`config.mk`:
```
export PLATFORM = sky130hd
export DESIGN_NAME = icache_subsys
export DESIGN_NICKNAME = d
export VERILOG_FILES = /design/src/design/icache_pkg.sv /design/src/design/axi_read_shim.sv /design/src/design/fetch_ctrl.sv /design/src/design/icache_array.sv /design/src/design/icache_subsys.sv /design/src/design/refill_adapter.sv
export VERILOG_INCLUDE_DIRS = /design/src /design/src/include
export SDC_FILE = /design/constraint.sdc
export NUM_CORES = 2
export LEC_CHECK = 0
export BUFFER_PORTS_ARGS = -buffer_cell sky130_fd_sc_hd__clkbuf_2
export CORE_MARGIN = 1
export CORE_UTILIZATION = 35
export CTS_CLUSTER_DIAMETER = 120
export DETAILED_ROUTE_END_ITERATION = 16
export PLACE_DENSITY = 0.59
export SYNTH_ARGS = -nofsm -noshare
export SYNTH_HDL_FRONTEND = slang
export SYNTH_HIERARCHICAL = 1
export SYNTH_MEMORY_MAX_BITS = 65536
export SYNTH_SLANG_ARGS = --single-unit
```
`constraint.sdc`:
```
create_clock -name clk_i -period 23.2 [get_ports clk_i]
set_input_delay 4.64 -clock clk_i [delete_from_list [all_inputs] [get_ports clk_i]]
set_output_delay 4.64 -clock clk_i [all_outputs]
set_load 0.02 [all_outputs]
```
`src/include/icache_cfg.svh`:
```
/* Cache geometry used at build time. Line words and set count are powers of two, and a line
   holds at least 2 words. The uncached base has to fit in ICACHE_PADDR_W bits. */
`ifndef ICACHE_CFG_SVH
`define ICACHE_CFG_SVH

// 64-bit words per cache line
`define ICACHE_LINE_WORDS 4

// Number of sets in the direct-mapped array
`define ICACHE_SETS 16

// Physical address width
`define ICACHE_PADDR_W 32

// Fetches at or above this address bypass the cache
`define ICACHE_UNCACHED_BASE 32'h8000_0000

`endif

```
`src/design/icache_pkg.sv`:
```
/* Shared types of the fetch cache. The field layout of fetch_addr_u follows the geometry
   in icache_cfg.svh, with 64-bit words and 8 bytes per word. */
`default_nettype none

`include "icache_cfg.svh"

package icache_pkg;

  localparam int unsigned IDX_W  = $clog2(`ICACHE_SETS);
  localparam int unsigned WOFF_W = $clog2(`ICACHE_LINE_WORDS);
  localparam int unsigned TAG_W  = `ICACHE_PADDR_W - IDX_W - WOFF_W - 3;

  typedef logic [`ICACHE_LINE_WORDS-1:0][63:0] line_t;

  typedef struct packed {
    logic [TAG_W-1:0]  tag;
    logic [IDX_W-1:0]  idx;
    logic [WOFF_W-1:0] woff;
    logic [2:0]        boff;
  } fetch_fields_t;

  // Same address word, seen raw by the bus side and split by the array
  typedef union packed {
    logic [`ICACHE_PADDR_W-1:0] paddr;
    fetch_fields_t              f;
  } fetch_addr_u;

  typedef struct packed {
    logic        req;
    fetch_addr_u addr;
  } fetch_req_t;

  typedef struct packed {
    logic        valid;
    logic [63:0] data;
    logic        err;
  } fetch_rsp_t;

  typedef struct packed {
    logic [`ICACHE_PADDR_W-1:0] paddr;
    logic                       nc;
    logic [1:0]                 tid;
  } miss_req_t;

  typedef struct packed {
    line_t      data;
    logic       err;
    logic [1:0] tid;
  } refill_t;

  // len counts beats minus one
  typedef struct packed {
    logic [`ICACHE_PADDR_W-1:0] addr;
    logic [7:0]                 len;
    logic [1:0]                 id;
  } ar_chan_t;

  typedef struct packed {
    logic [63:0] data;
    logic        last;
    logic [1:0]  resp;
    logic [1:0]  id;
  } r_chan_t;

endpackage

`default_nettype wire

```
`src/design/axi_read_shim.sv`:
```
/* Read-only AXI-style master with a single burst in flight. Read data is always accepted,
   so there is no R ready, and any non-OKAY beat marks the whole burst as failed. */
`timescale 1ns/100ps
`default_nettype none

module axi_read_shim import icache_pkg::*; (
  input  logic        clk_i,
  input  logic        rst_ni,
  input  logic        rd_req_i,
  input  ar_chan_t    ar_i,
  input  logic        ar_ready_i,
  input  r_chan_t     r_i,
  input  logic        r_valid_i,
  output logic        rd_gnt_o,
  output ar_chan_t    ar_o,
  output logic        ar_valid_o,
  output logic        beat_valid_o,
  output logic [63:0] beat_data_o,
  output logic        beat_last_o,
  output logic        beat_err_o
);

  logic       open_q;
  logic [7:0] cnt_q;
  logic [7:0] len_q;
  logic [1:0] id_q;
  logic       err_q;
  logic       ar_hs;
  logic       beat_err;

  // No new address phase until the open burst has delivered its last beat
  assign ar_valid_o = rd_req_i & ~open_q;
  assign ar_o       = ar_i;
  assign ar_hs      = ar_valid_o & ar_ready_i;
  assign rd_gnt_o   = ar_hs;

  assign beat_valid_o = r_valid_i & open_q;
  assign beat_data_o  = r_i.data;
  assign beat_last_o  = r_i.last;
  assign beat_err     = (r_i.resp != 2'b00);
  assign beat_err_o   = err_q | beat_err;

  always_ff @(posedge clk_i or negedge rst_ni) begin
    if (!rst_ni) begin
      open_q <= 1'b0;
      cnt_q  <= '0;
      len_q  <= '0;
      id_q   <= '0;
      err_q  <= 1'b0;
    end else if (ar_hs) begin
      open_q <= 1'b1;
      cnt_q  <= '0;
      len_q  <= ar_i.len;
      id_q   <= ar_i.id;
      err_q  <= 1'b0;
    end else if (beat_valid_o) begin
      cnt_q <= cnt_q + 8'd1;
      err_q <= beat_err_o;
      if (r_i.last) begin
        open_q <= 1'b0;
      end
    end
  end

  a_last_at_count: assert property (@(posedge clk_i) disable iff (!rst_ni)
    beat_valid_o |-> (r_i.last == (cnt_q == len_q)) && (r_i.id == id_q));

endmodule

`default_nettype wire

```
`src/design/fetch_ctrl.sv`:
```
/* Fetch front end with one miss in flight. A hit answers one cycle after acceptance and
   a miss answers one cycle after its refill. Non-cacheable words come back at offset 0. */
`timescale 1ns/100ps
`default_nettype none

`include "icache_cfg.svh"

module fetch_ctrl import icache_pkg::*; (
  input  logic        clk_i,
  input  logic        rst_ni,
  input  fetch_req_t  fetch_req_i,
  input  logic        en_i,
  input  logic        flush_i,
  input  logic        hit_i,
  input  logic [63:0] hit_data_i,
  input  logic        refill_valid_i,
  input  refill_t     refill_i,
  output logic        fetch_ready_o,
  output fetch_rsp_t  fetch_rsp_o,
  output logic        lookup_o,
  output fetch_addr_u lookup_addr_o,
  output logic        miss_req_o,
  output miss_req_t   miss_o,
  output logic        miss_pulse_o
);

  typedef enum logic [1:0] {
    IDLE,
    LOOKUP,
    WAIT_REFILL
  } state_e;

  state_e            state_d, state_q;
  fetch_addr_u       addr_q;
  fetch_addr_u       bus_addr;
  logic              nc_q;
  logic [1:0]        tid_q;
  logic              accept;
  logic              req_nc;
  logic              hit_rsp;
  logic              refill_take;
  logic [WOFF_W-1:0] word_sel;
  logic              rsp_vld_q;
  logic [63:0]       rsp_data_q;
  logic              rsp_err_q;

  // Bypass when the cache is off or the address is in the uncached region
  assign req_nc = ~en_i | (fetch_req_i.addr.paddr >= `ICACHE_UNCACHED_BASE);

  assign hit_rsp       = (state_q == LOOKUP) & hit_i;
  assign fetch_ready_o = ~flush_i & ((state_q == IDLE) | hit_rsp);
  assign accept        = fetch_req_i.req & fetch_ready_o;

  // Only cacheable fetches probe the array
  assign lookup_o      = accept & ~req_nc;
  assign lookup_addr_o = fetch_req_i.addr;

  // Bypassed fetches never hit, so they fall straight into the miss path
  assign miss_req_o   = (state_q == LOOKUP) & ~hit_i;
  assign miss_pulse_o = miss_req_o;

  // Line-aligned for a fill, word-aligned for a bypass
  always_comb begin
    bus_addr        = addr_q;
    bus_addr.f.boff = '0;
    if (!nc_q) begin
      bus_addr.f.woff = '0;
    end
  end

  assign miss_o = '{paddr: bus_addr.paddr, nc: nc_q, tid: tid_q};

  assign refill_take = (state_q == WAIT_REFILL) & refill_valid_i & (refill_i.tid == tid_q);
  assign word_sel    = nc_q ? '0 : addr_q.f.woff;

  always_comb begin
    state_d = state_q;
    unique case (state_q)
      IDLE: begin
        if (accept) begin
          state_d = LOOKUP;
        end
      end
      LOOKUP: begin
        if (!hit_i) begin
          state_d = WAIT_REFILL;
        end else if (!accept) begin
          state_d = IDLE;
        end
      end
      WAIT_REFILL: begin
        if (refill_take) begin
          state_d = IDLE;
        end
      end
      default: state_d = IDLE;
    endcase
  end

  always_ff @(posedge clk_i or negedge rst_ni) begin
    if (!rst_ni) begin
      state_q   <= IDLE;
      nc_q      <= 1'b0;
      tid_q     <= '0;
      rsp_vld_q <= 1'b0;
    end else begin
      state_q   <= state_d;
      rsp_vld_q <= refill_take;
      if (accept) begin
        nc_q <= req_nc;
      end
      if (refill_take) begin
        tid_q <= tid_q + 2'd1;
      end
    end
  end

  always_ff @(posedge clk_i) begin
    if (accept) begin
      addr_q <= fetch_req_i.addr;
    end
    if (refill_take) begin
      rsp_data_q <= refill_i.data[word_sel];
      rsp_err_q  <= refill_i.err;
    end
  end

  // Hit and refill responses never share a cycle
  assign fetch_rsp_o.valid = hit_rsp | rsp_vld_q;
  assign fetch_rsp_o.data  = hit_rsp ? hit_data_i : rsp_data_q;
  assign fetch_rsp_o.err   = ~hit_rsp & rsp_err_q;

  // Every refill has to find the controller waiting on the same id
  a_refill_while_waiting: assert property (@(posedge clk_i) disable iff (!rst_ni)
    refill_valid_i |-> (state_q == WAIT_REFILL) && (refill_i.tid == tid_q));

endmodule

`default_nettype wire

```
`src/design/icache_array.sv`:
```
/* Direct-mapped tag and line store with registered lookup. A fill goes to the set of the
   last lookup that missed, so only one fill may be pending at a time. */
`timescale 1ns/100ps
`default_nettype none

`include "icache_cfg.svh"

module icache_array import icache_pkg::*; (
  input  logic        clk_i,
  input  logic        rst_ni,
  input  logic        lookup_i,
  input  fetch_addr_u lookup_addr_i,
  input  logic        flush_i,
  input  logic        refill_valid_i,
  input  refill_t     refill_i,
  output logic        hit_o,
  output logic [63:0] hit_data_o
);

  logic [`ICACHE_SETS-1:0] valid_q;
  logic [TAG_W-1:0]        tag_q  [`ICACHE_SETS];
  line_t                   line_q [`ICACHE_SETS];
  fetch_addr_u             pend_addr_q;
  logic                    pend_nc_q;
  logic                    hit_d;
  logic                    fill_we;

  assign hit_d = valid_q[lookup_addr_i.f.idx] &
                 (tag_q[lookup_addr_i.f.idx] == lookup_addr_i.f.tag);

  // Bypass refills and errored bursts leave the array untouched
  assign fill_we = refill_valid_i & ~refill_i.err & ~pend_nc_q;

  always_ff @(posedge clk_i or negedge rst_ni) begin
    if (!rst_ni) begin
      valid_q   <= '0;
      hit_o     <= 1'b0;
      pend_nc_q <= 1'b1;
    end else begin
      hit_o <= lookup_i & hit_d;
      // A hit expects no fill, a miss arms one
      if (lookup_i) begin
        pend_nc_q <= hit_d;
      end else if (refill_valid_i) begin
        pend_nc_q <= 1'b1;
      end
      if (fill_we) begin
        valid_q[pend_addr_q.f.idx] <= 1'b1;
      end
      // Flush wins over a fill in the same cycle
      if (flush_i) begin
        valid_q <= '0;
      end
    end
  end

  always_ff @(posedge clk_i) begin
    if (lookup_i) begin
      hit_data_o  <= line_q[lookup_addr_i.f.idx][lookup_addr_i.f.woff];
      pend_addr_q <= lookup_addr_i;
    end
    if (fill_we) begin
      tag_q[pend_addr_q.f.idx]  <= pend_addr_q.f.tag;
      line_q[pend_addr_q.f.idx] <= refill_i.data;
    end
  end

endmodule

`default_nettype wire

```
`src/design/icache_subsys.sv`:
```
/* Instruction-fetch cache with an AXI-style read port. One miss or bypass is in flight at a
   time, and the R channel has no back-pressure. */
`timescale 1ns/100ps
`default_nettype none

module icache_subsys import icache_pkg::*; (
  input  logic       clk_i,
  input  logic       rst_ni,
  input  fetch_req_t fetch_req_i,
  output logic       fetch_ready_o,
  output fetch_rsp_t fetch_rsp_o,
  input  logic       en_i,
  input  logic       flush_i,
  output logic       miss_o,
  output ar_chan_t   ar_o,
  output logic       ar_valid_o,
  input  logic       ar_ready_i,
  input  r_chan_t    r_i,
  input  logic       r_valid_i
);

  logic        lookup;
  fetch_addr_u lookup_addr;
  logic        hit;
  logic [63:0] hit_data;
  logic        miss_req;
  miss_req_t   miss;
  logic        refill_valid;
  refill_t     refill;
  logic        rd_req;
  logic        rd_gnt;
  ar_chan_t    ar_req;
  logic        beat_valid;
  logic [63:0] beat_data;
  logic        beat_last;
  logic        beat_err;

  fetch_ctrl i_fetch_ctrl (
    .clk_i          (clk_i),
    .rst_ni         (rst_ni),
    .fetch_req_i    (fetch_req_i),
    .en_i           (en_i),
    .flush_i        (flush_i),
    .hit_i          (hit),
    .hit_data_i     (hit_data),
    .refill_valid_i (refill_valid),
    .refill_i       (refill),
    .fetch_ready_o  (fetch_ready_o),
    .fetch_rsp_o    (fetch_rsp_o),
    .lookup_o       (lookup),
    .lookup_addr_o  (lookup_addr),
    .miss_req_o     (miss_req),
    .miss_o         (miss),
    .miss_pulse_o   (miss_o)
  );

  icache_array i_icache_array (
    .clk_i          (clk_i),
    .rst_ni         (rst_ni),
    .lookup_i       (lookup),
    .lookup_addr_i  (lookup_addr),
    .flush_i        (flush_i),
    .refill_valid_i (refill_valid),
    .refill_i       (refill),
    .hit_o          (hit),
    .hit_data_o     (hit_data)
  );

  refill_adapter i_refill_adapter (
    .clk_i          (clk_i),
    .rst_ni         (rst_ni),
    .miss_req_i     (miss_req),
    .miss_i         (miss),
    .rd_gnt_i       (rd_gnt),
    .beat_valid_i   (beat_valid),
    .beat_data_i    (beat_data),
    .beat_last_i    (beat_last),
    .beat_err_i     (beat_err),
    .rd_req_o       (rd_req),
    .ar_o           (ar_req),
    .refill_valid_o (refill_valid),
    .refill_o       (refill)
  );

  axi_read_shim i_axi_read_shim (
    .clk_i        (clk_i),
    .rst_ni       (rst_ni),
    .rd_req_i     (rd_req),
    .ar_i         (ar_req),
    .ar_ready_i   (ar_ready_i),
    .r_i          (r_i),
    .r_valid_i    (r_valid_i),
    .rd_gnt_o     (rd_gnt),
    .ar_o         (ar_o),
    .ar_valid_o   (ar_valid_o),
    .beat_valid_o (beat_valid),
    .beat_data_o  (beat_data),
    .beat_last_o  (beat_last),
    .beat_err_o   (beat_err)
  );

endmodule

`default_nettype wire

```
`src/design/refill_adapter.sv`:
```
/* Turns a miss strobe into a held bus request and packs the returning beats into a line.
   The miss is taken in the cycle it is raised, and only one may be outstanding. */
`timescale 1ns/100ps
`default_nettype none

`include "icache_cfg.svh"

module refill_adapter import icache_pkg::*; (
  input  logic        clk_i,
  input  logic        rst_ni,
  input  logic        miss_req_i,
  input  miss_req_t   miss_i,
  input  logic        rd_gnt_i,
  input  logic        beat_valid_i,
  input  logic [63:0] beat_data_i,
  input  logic        beat_last_i,
  input  logic        beat_err_i,
  output logic        rd_req_o,
  output ar_chan_t    ar_o,
  output logic        refill_valid_o,
  output refill_t     refill_o
);

  logic      req_valid_d, req_valid_q;
  miss_req_t req_d, req_q;
  logic      first_d, first_q;
  line_t     shift_d, shift_q;

  // Hold the request until the shim grants the address phase
  assign req_valid_d = ~rd_gnt_i & (miss_req_i | req_valid_q);
  assign req_d       = miss_req_i ? miss_i : req_q;
  assign rd_req_o    = miss_req_i | req_valid_q;

  // Whole line on a fill, single word on a bypass
  assign ar_o = '{
    addr: req_d.paddr,
    len:  req_d.nc ? 8'd0 : 8'(`ICACHE_LINE_WORDS - 1),
    id:   req_d.tid
  };

  // Beats enter from the top so the first one ends up at offset 0
  always_comb begin
    first_d = first_q;
    shift_d = shift_q;
    if (beat_valid_i) begin
      first_d = beat_last_i;
      shift_d = {beat_data_i, shift_q[`ICACHE_LINE_WORDS-1:1]};
      // A one-beat transfer would otherwise land at the top word
      if (first_q) begin
        shift_d[0] = beat_data_i;
      end
    end
  end

  // Line leaves in the cycle of the last beat
  assign refill_valid_o = beat_valid_i & beat_last_i;
  assign refill_o       = '{data: shift_d, err: beat_err_i, tid: req_q.tid};

  always_ff @(posedge clk_i or negedge rst_ni) begin
    if (!rst_ni) begin
      req_valid_q <= 1'b0;
      first_q     <= 1'b1;
    end else begin
      req_valid_q <= req_valid_d;
      first_q     <= first_d;
    end
  end

  always_ff @(posedge clk_i) begin
    req_q   <= req_d;
    shift_q <= shift_d;
  end

  a_no_miss_while_pending: assert property (@(posedge clk_i) disable iff (!rst_ni)
    miss_req_i |-> !req_valid_q);

endmodule

`default_nettype wire

```
## After elaboration in Yosys (flattened, before gate mapping)

Memories as Yosys holds them, arrays and structs flattened.
Cells that the tools add are included.

| storage, ports and cells | value |
|---|---|
| register bits | 512 |
| memory bits (writable) | 4464 |
| input port bits | 108 |
| output and inout port bits | 111 |
| logic and storage cells | 111 |
| memories | 2 |

| operators by class | value |
|---|---|
| add/subtract/negate cells | 1 |
| order comparisons | 6 |
| eq/ne operators | 7 |
| muxes and demuxes | 31 |
| bitwise logic cells | 32 |
| reductions and logical operators | 9 |

Memory list:

| memory | words | bits a word | read ports | clocked after Yosys merged registers in | write ports | line | source |
|---|---|---|---|---|---|---|---|
| i_icache_array.line_q | 16 | 256 | 1 | 0 | 1 | icache_array.sv:22 | `` line_t line_q [`ICACHE_SETS]; `` |
| i_icache_array.tag_q | 16 | 23 | 1 | 0 | 1 | icache_array.sv:21 | `` logic [TAG_W-1:0] tag_q [`ICACHE_SETS]; `` |

Operators with widths:

| operator | count |
|---|---|
| binary-select mux 64 bit (select 2 bit) | 2 |
| two-way mux 256 bit | 1 |
| two-way mux 64 bit | 4 |
| two-way mux 35 bit | 1 |
| greater-or-equal comparator 32 bit, second input constant | 1 |
| two-way mux 16 bit | 2 |
| == test 23 bit | 1 |
| AND 1 bit | 17 |
| OR 16 bit | 1 |
| two-way mux 2 bit | 7 |
| two-way mux 1 bit | 11 |
| < comparator 4 x 5 -> 1 bit, second input constant | 2 |
| nonzero test 2 bit | 5 |
| NOT 1 bit | 9 |
| < comparator 2 x 3 -> 1 bit, second input constant | 2 |
| one-hot mux 2 bit (3 select lines) | 1 |
| OR 1 bit | 5 |
| binary-select mux 1 bit (select 4 bit) | 1 |
| demux 1 bit (select 4 bit) | 1 |
| greater-or-equal comparator 4 x 1 -> 1 bit, second input constant | 1 |
| inequality test 2 x 1 -> 1 bit, second input constant | 2 |
| inequality test 3 bit, second input constant | 1 |
| AND reduction 3 bit | 1 |
| adder 2 x 1 -> 2 bit, second input constant | 1 |
| other kinds (6) | 6 |

## Longest topological paths before layout

| depth | value |
|---|---|
| depth in word-level cells | 8 |
| depth in mapped cells | 15 |
| mapped depth without buffers | 9 |

## By module

The synthesis kept the hierarchy.

Modules (own cells, without submodules):

| module | times used | cells each | area an instance (µm²) | seq. area each (µm²) |
|---|---|---|---|---|
| icache_array | 1 | 6578 | 172635.6 | 137232.9 |
| refill_adapter | 1 | 774 | 10724.0 | 5886.9 |
| fetch_ctrl | 1 | 627 | 6473.7 | 2972.9 |
| axi_read_shim | 1 | 118 | 914.6 | 50.0 |

## Worst setup path after synthesis

Ideal clock, no wire load.

| path | value |
|---|---|
| path type | input to register |
| start point | input port r_valid_i |
| end point | memory i_icache_array/line_q[0][0] in the netlist's numbering, enable pin |
| library setup time | 1.263 ns |
| arrival | 24.753 ns |
| required time | 21.937 ns |
| path slack | -2.816 ns |
| stages on the path | 9 |
| path buffers | 3 |
| path through | and2_2 buf_6 buf_4 buf_2 and2_1 nor3b_1 nor2b_1 nand2b_1 nor3_1 |

| between the ends | value |
|---|---|
| longest elaborated chain between the ends | 6 |

Ends and longest elaborated chain:

| element | line | source |
|---|---|---|
| from (decl) | icache_subsys.sv:19 | `input logic r_valid_i` |
| AND 1 bit | axi_read_shim.sv:37 | `assign beat_valid_o = r_valid_i & open_q;` |
| AND 1 bit | refill_adapter.sv:56 | `assign refill_valid_o = beat_valid_i & beat_last_i;` |
| net refill_valid | icache_subsys.sv:28 | `logic refill_valid;` |
| AND 1 bit (2 in a row) | icache_array.sv:32 | `assign fill_we = refill_valid_i & ~refill_i.err & ~pend_nc_q;` |
| two-way mux 1 bit | icache_array.sv:62 | `if (fill_we) begin` |
| two-way mux 1 bit (not written as such) | icache_array.sv:64 | `line_q[pend_addr_q.f.idx] <= refill_i.data;` |
| to (decl) | icache_array.sv:22 |  |

The timed path passes the listed nets, and every way through them passes these cells.

## Worst setup path in the final report

| path | value |
|---|---|
| start point | input port r_valid_i |
| end point | memory i_icache_array/line_q[11][93] in the netlist's numbering, enable pin |

| between the ends | value |
|---|---|
| longest elaborated chain between the ends | 6 |

Ends and longest elaborated chain:

| element | line | source |
|---|---|---|
| AND 1 bit | axi_read_shim.sv:37 |  |
| net beat_valid | icache_subsys.sv:33 | `logic beat_valid;` |
| AND 1 bit | refill_adapter.sv:56 |  |
| net refill_valid | icache_subsys.sv:28 |  |
| AND 1 bit (2 in a row) | icache_array.sv:32 |  |
| two-way mux 1 bit | icache_array.sv:62 |  |
| two-way mux 1 bit (not written as such) | icache_array.sv:64 |  |

The timed path passes the listed nets, and every way through them passes these cells.

==> flow_summary.json <==
{
  "routed_wl_mm": 448,
  "drive_gt1_share_pct": 32.7,
  "critPathArrivalTime_ns": 11.35,
  "cts.path.max_buffers": 4,
  "mostFrequentLayoutCells": "edfxtp_1, mux4_2, clkbuf_16, dfxtp_1, clkbuf_2",
  "cts_tree": "built",
  "r2r_end": "i_icache_array/line_q[11][93]",
  "gp_congestion": 0.718,
  "peakVddDrop_uv": 70.7,
  "via_per_inst": 5.29,
  "timing.final.hold_violations": 0,
  "powerDensity_nw_per_um2": 104,
  "min_period_over_period_pct": 46.1,
  "min_path_type": "reg2reg",
  "io_buffers": 207,
  "rrSetupSlack_ns": 15.83,
  "drt_first_pass_iters": 5,
  "postCtsHoldBufs": 0,
  "dpl_worst_slack_ns": 11.28,
  "cp-endpoint": "i_icache_array/line_q[11][93]",
  "first_iter_violations": 8260,
  "r2r_cells": 11,
  "max_freq_mhz": 93.4,
  "antenna_found_initial": 35,
  "clkTransAtPathRegs_ns": 0.06,
  "cp_max_fo": 47,
  "syn_area_um2": 191000,
  "cts_max_level": 5,
  "clock-sinks": 4968,
  "track_usage_pct": 16.0,
  "critPathCaptureType": "register",
  "syn_inst": 8094,
  "drv_slew": 0,
  "die_width_um": 740,
  "area.growth.synth_to_final_pct": 13.0,
  "tightest_slew_ns": 1.38,
  "startpoint_type": "input pin",
  "path_class": "in2reg",
  "dieArea_um2": 548000,
  "nFillCells": 46900,
  "die_h_um": 740,
  "drc": 0,
  "antenna_left": 0,
  "initial_utilization_pct": 35.2,
  "p_leak_nw": 67.4,
  "grt_pass1_wl_mm": 645,
  "root_buffer": "clkbuf_16",
  "mostFrequentLayoutCell": "edfxtp_1",
  "clock_latency_ns": 1.05,
  "slew_headroom_pct": 8.06,
  "setup_tns_ns": 0,
  "wl_per_cell_um": 27.9,
  "grt_max_degree": 114,
  "rsz0062_at_grt": "no",
  "overflow": 0,
  "status": "finished clean",
  "io_pins": 219,
  "synth_warnings": 6,
  "startpoint": "r_valid_i",
  "synth.avg_cell_area_um2": 23.6,
  "worstPathRequired_ns": 23.85,
  "grt_pass1_vias": 89700,
  "nets": 8492,
  "hpwl_mm": 228,
  "vias": 84800,
  "setup_violations": 0,
  "core_area_um2": 542000,
  "row_count": 270,
  "fin_skew_ns": 0.124,
  "numCtsBuffers": 483,
  "post_cts_buffers": 0,
  "maxCapViolCount": 0,
  "setup_slack_ns": 12.50,
  "finalCriticalPeriod_ns": 10.70,
  "r2r_start": "i_axi_read_shim/open_q",
  "ctsResizeCount": 0
}
==> registers in the layout, summed over array words and instances (netlist names), named ones only <==
signal	flops
i_refill_adapter/shift_q	256
i_icache_array/tag_q	368
i_icache_array/line_q	4096
i_fetch_ctrl/rsp_data_q	64
i_fetch_ctrl/nc_q	1
i_fetch_ctrl/state_q	2
i_fetch_ctrl/rsp_err_q	1
i_icache_array/hit_data_o	64
i_icache_array/hit_o	1
i_fetch_ctrl/rsp_vld_q	1
i_icache_array/valid_q	16
i_refill_adapter/first_q	1
i_refill_adapter/refill_o	2
i_refill_adapter/req_valid_q	1
i_icache_array/pend_nc_q	1
i_fetch_ctrl/addr_q	29
i_axi_read_shim/open_q	1
i_refill_adapter/req_q	32
i_icache_array/pend_addr_q	27
i_fetch_ctrl/tid_q	2
i_axi_read_shim/err_q	1
==> area by class of cell <==
type | instances | area [um2] | share of cell area, %
Clock buffer | 648 | 13300 | 6.15
Timing Repair Buffer | 405 | 2780 | 1.29
Clock inverter | 271 | 2860 | 1.33
Tap cell | 7208 | 9020 | 4.19
Inverter | 8 | 30.0 | 0.0139
Multi-Input combinational cell | 2518 | 41300 | 19.2
Sequential cell | 4968 | 146000 | 67.8
Antenna cell | 9 | 22.5 | 0.0105
==> worst min path at each step <==
stage                                from                          to  slack, ns  cells after the start
4_1_cts        i_refill_adapter/req_q[21]  i_refill_adapter/req_q[21]       0.48                      1
6_report       i_refill_adapter/req_q[21]  i_refill_adapter/req_q[21]       0.47                      1
3_5_place_dp   i_refill_adapter/req_q[21]  i_refill_adapter/req_q[21]       0.46                      1
2_1_floorplan  i_refill_adapter/req_q[10]  i_refill_adapter/req_q[10]       0.45                      1
3_3_place_gp    i_refill_adapter/req_q[4]   i_refill_adapter/req_q[4]       0.46                      1
5_1_grt        i_refill_adapter/req_q[23]  i_refill_adapter/req_q[23]       0.50                      1
==> worst max-delay path, stage by stage <==
cell,delay (ns)
clkbuf_2,0.11
and2_4,0.63
and2_1,0.48
nor3b_1,0.38
nor2b_1,0.22
nand2_1,0.27
nor2_4,0.48
buf_4,0.69
buf_4,0.81
buf_4,0.93
buf_4,0.75
buf_4,0.68
==> where the power goes <==
part / switching [mW] / internal, mW / total [mW]
Combinational: 2.02 / 0.835 / 2.86
Sequential: 0.153 / 11.5 / 11.6
Clock: 3.35 / 4.55 / 7.89
Total: 5.52 / 16.9 / 22.4
==> per-stage QoR <==
stage               total power [mW]  cells  cell area, um2  util (%)  hold WS [ns]
detailed placement              14.7  15100          199000      36.8         0.463
floorplan                       13.7   8101          191000         -         0.452
finish                          22.4  16000          215000      39.8         0.474
CTS                             22.6  16000          215000      39.8         0.478
global placement                14.5  15100          199000      36.8         0.455
global route                    23.2  16000          215000      39.8         0.497
==> per-layer routing <==
| metal | routed length, um | part of all wire, % | up-vias | track usage [%] |
|---|---|---|---|---|
| met2 | 220000 | 49 | 2833 | 26.7 |
| li1 | - | - | 34800 | - |
| met5 | 127 | 0.028 | - | 0 |
| met3 | 30600 | 6.8 | 619 | 3.10 |
| met4 | 10900 | 2.4 | 20 | 4.10 |
| met1 | 186000 | 42 | 46500 | 21.7 |
(Power assumes the default switching activity.)
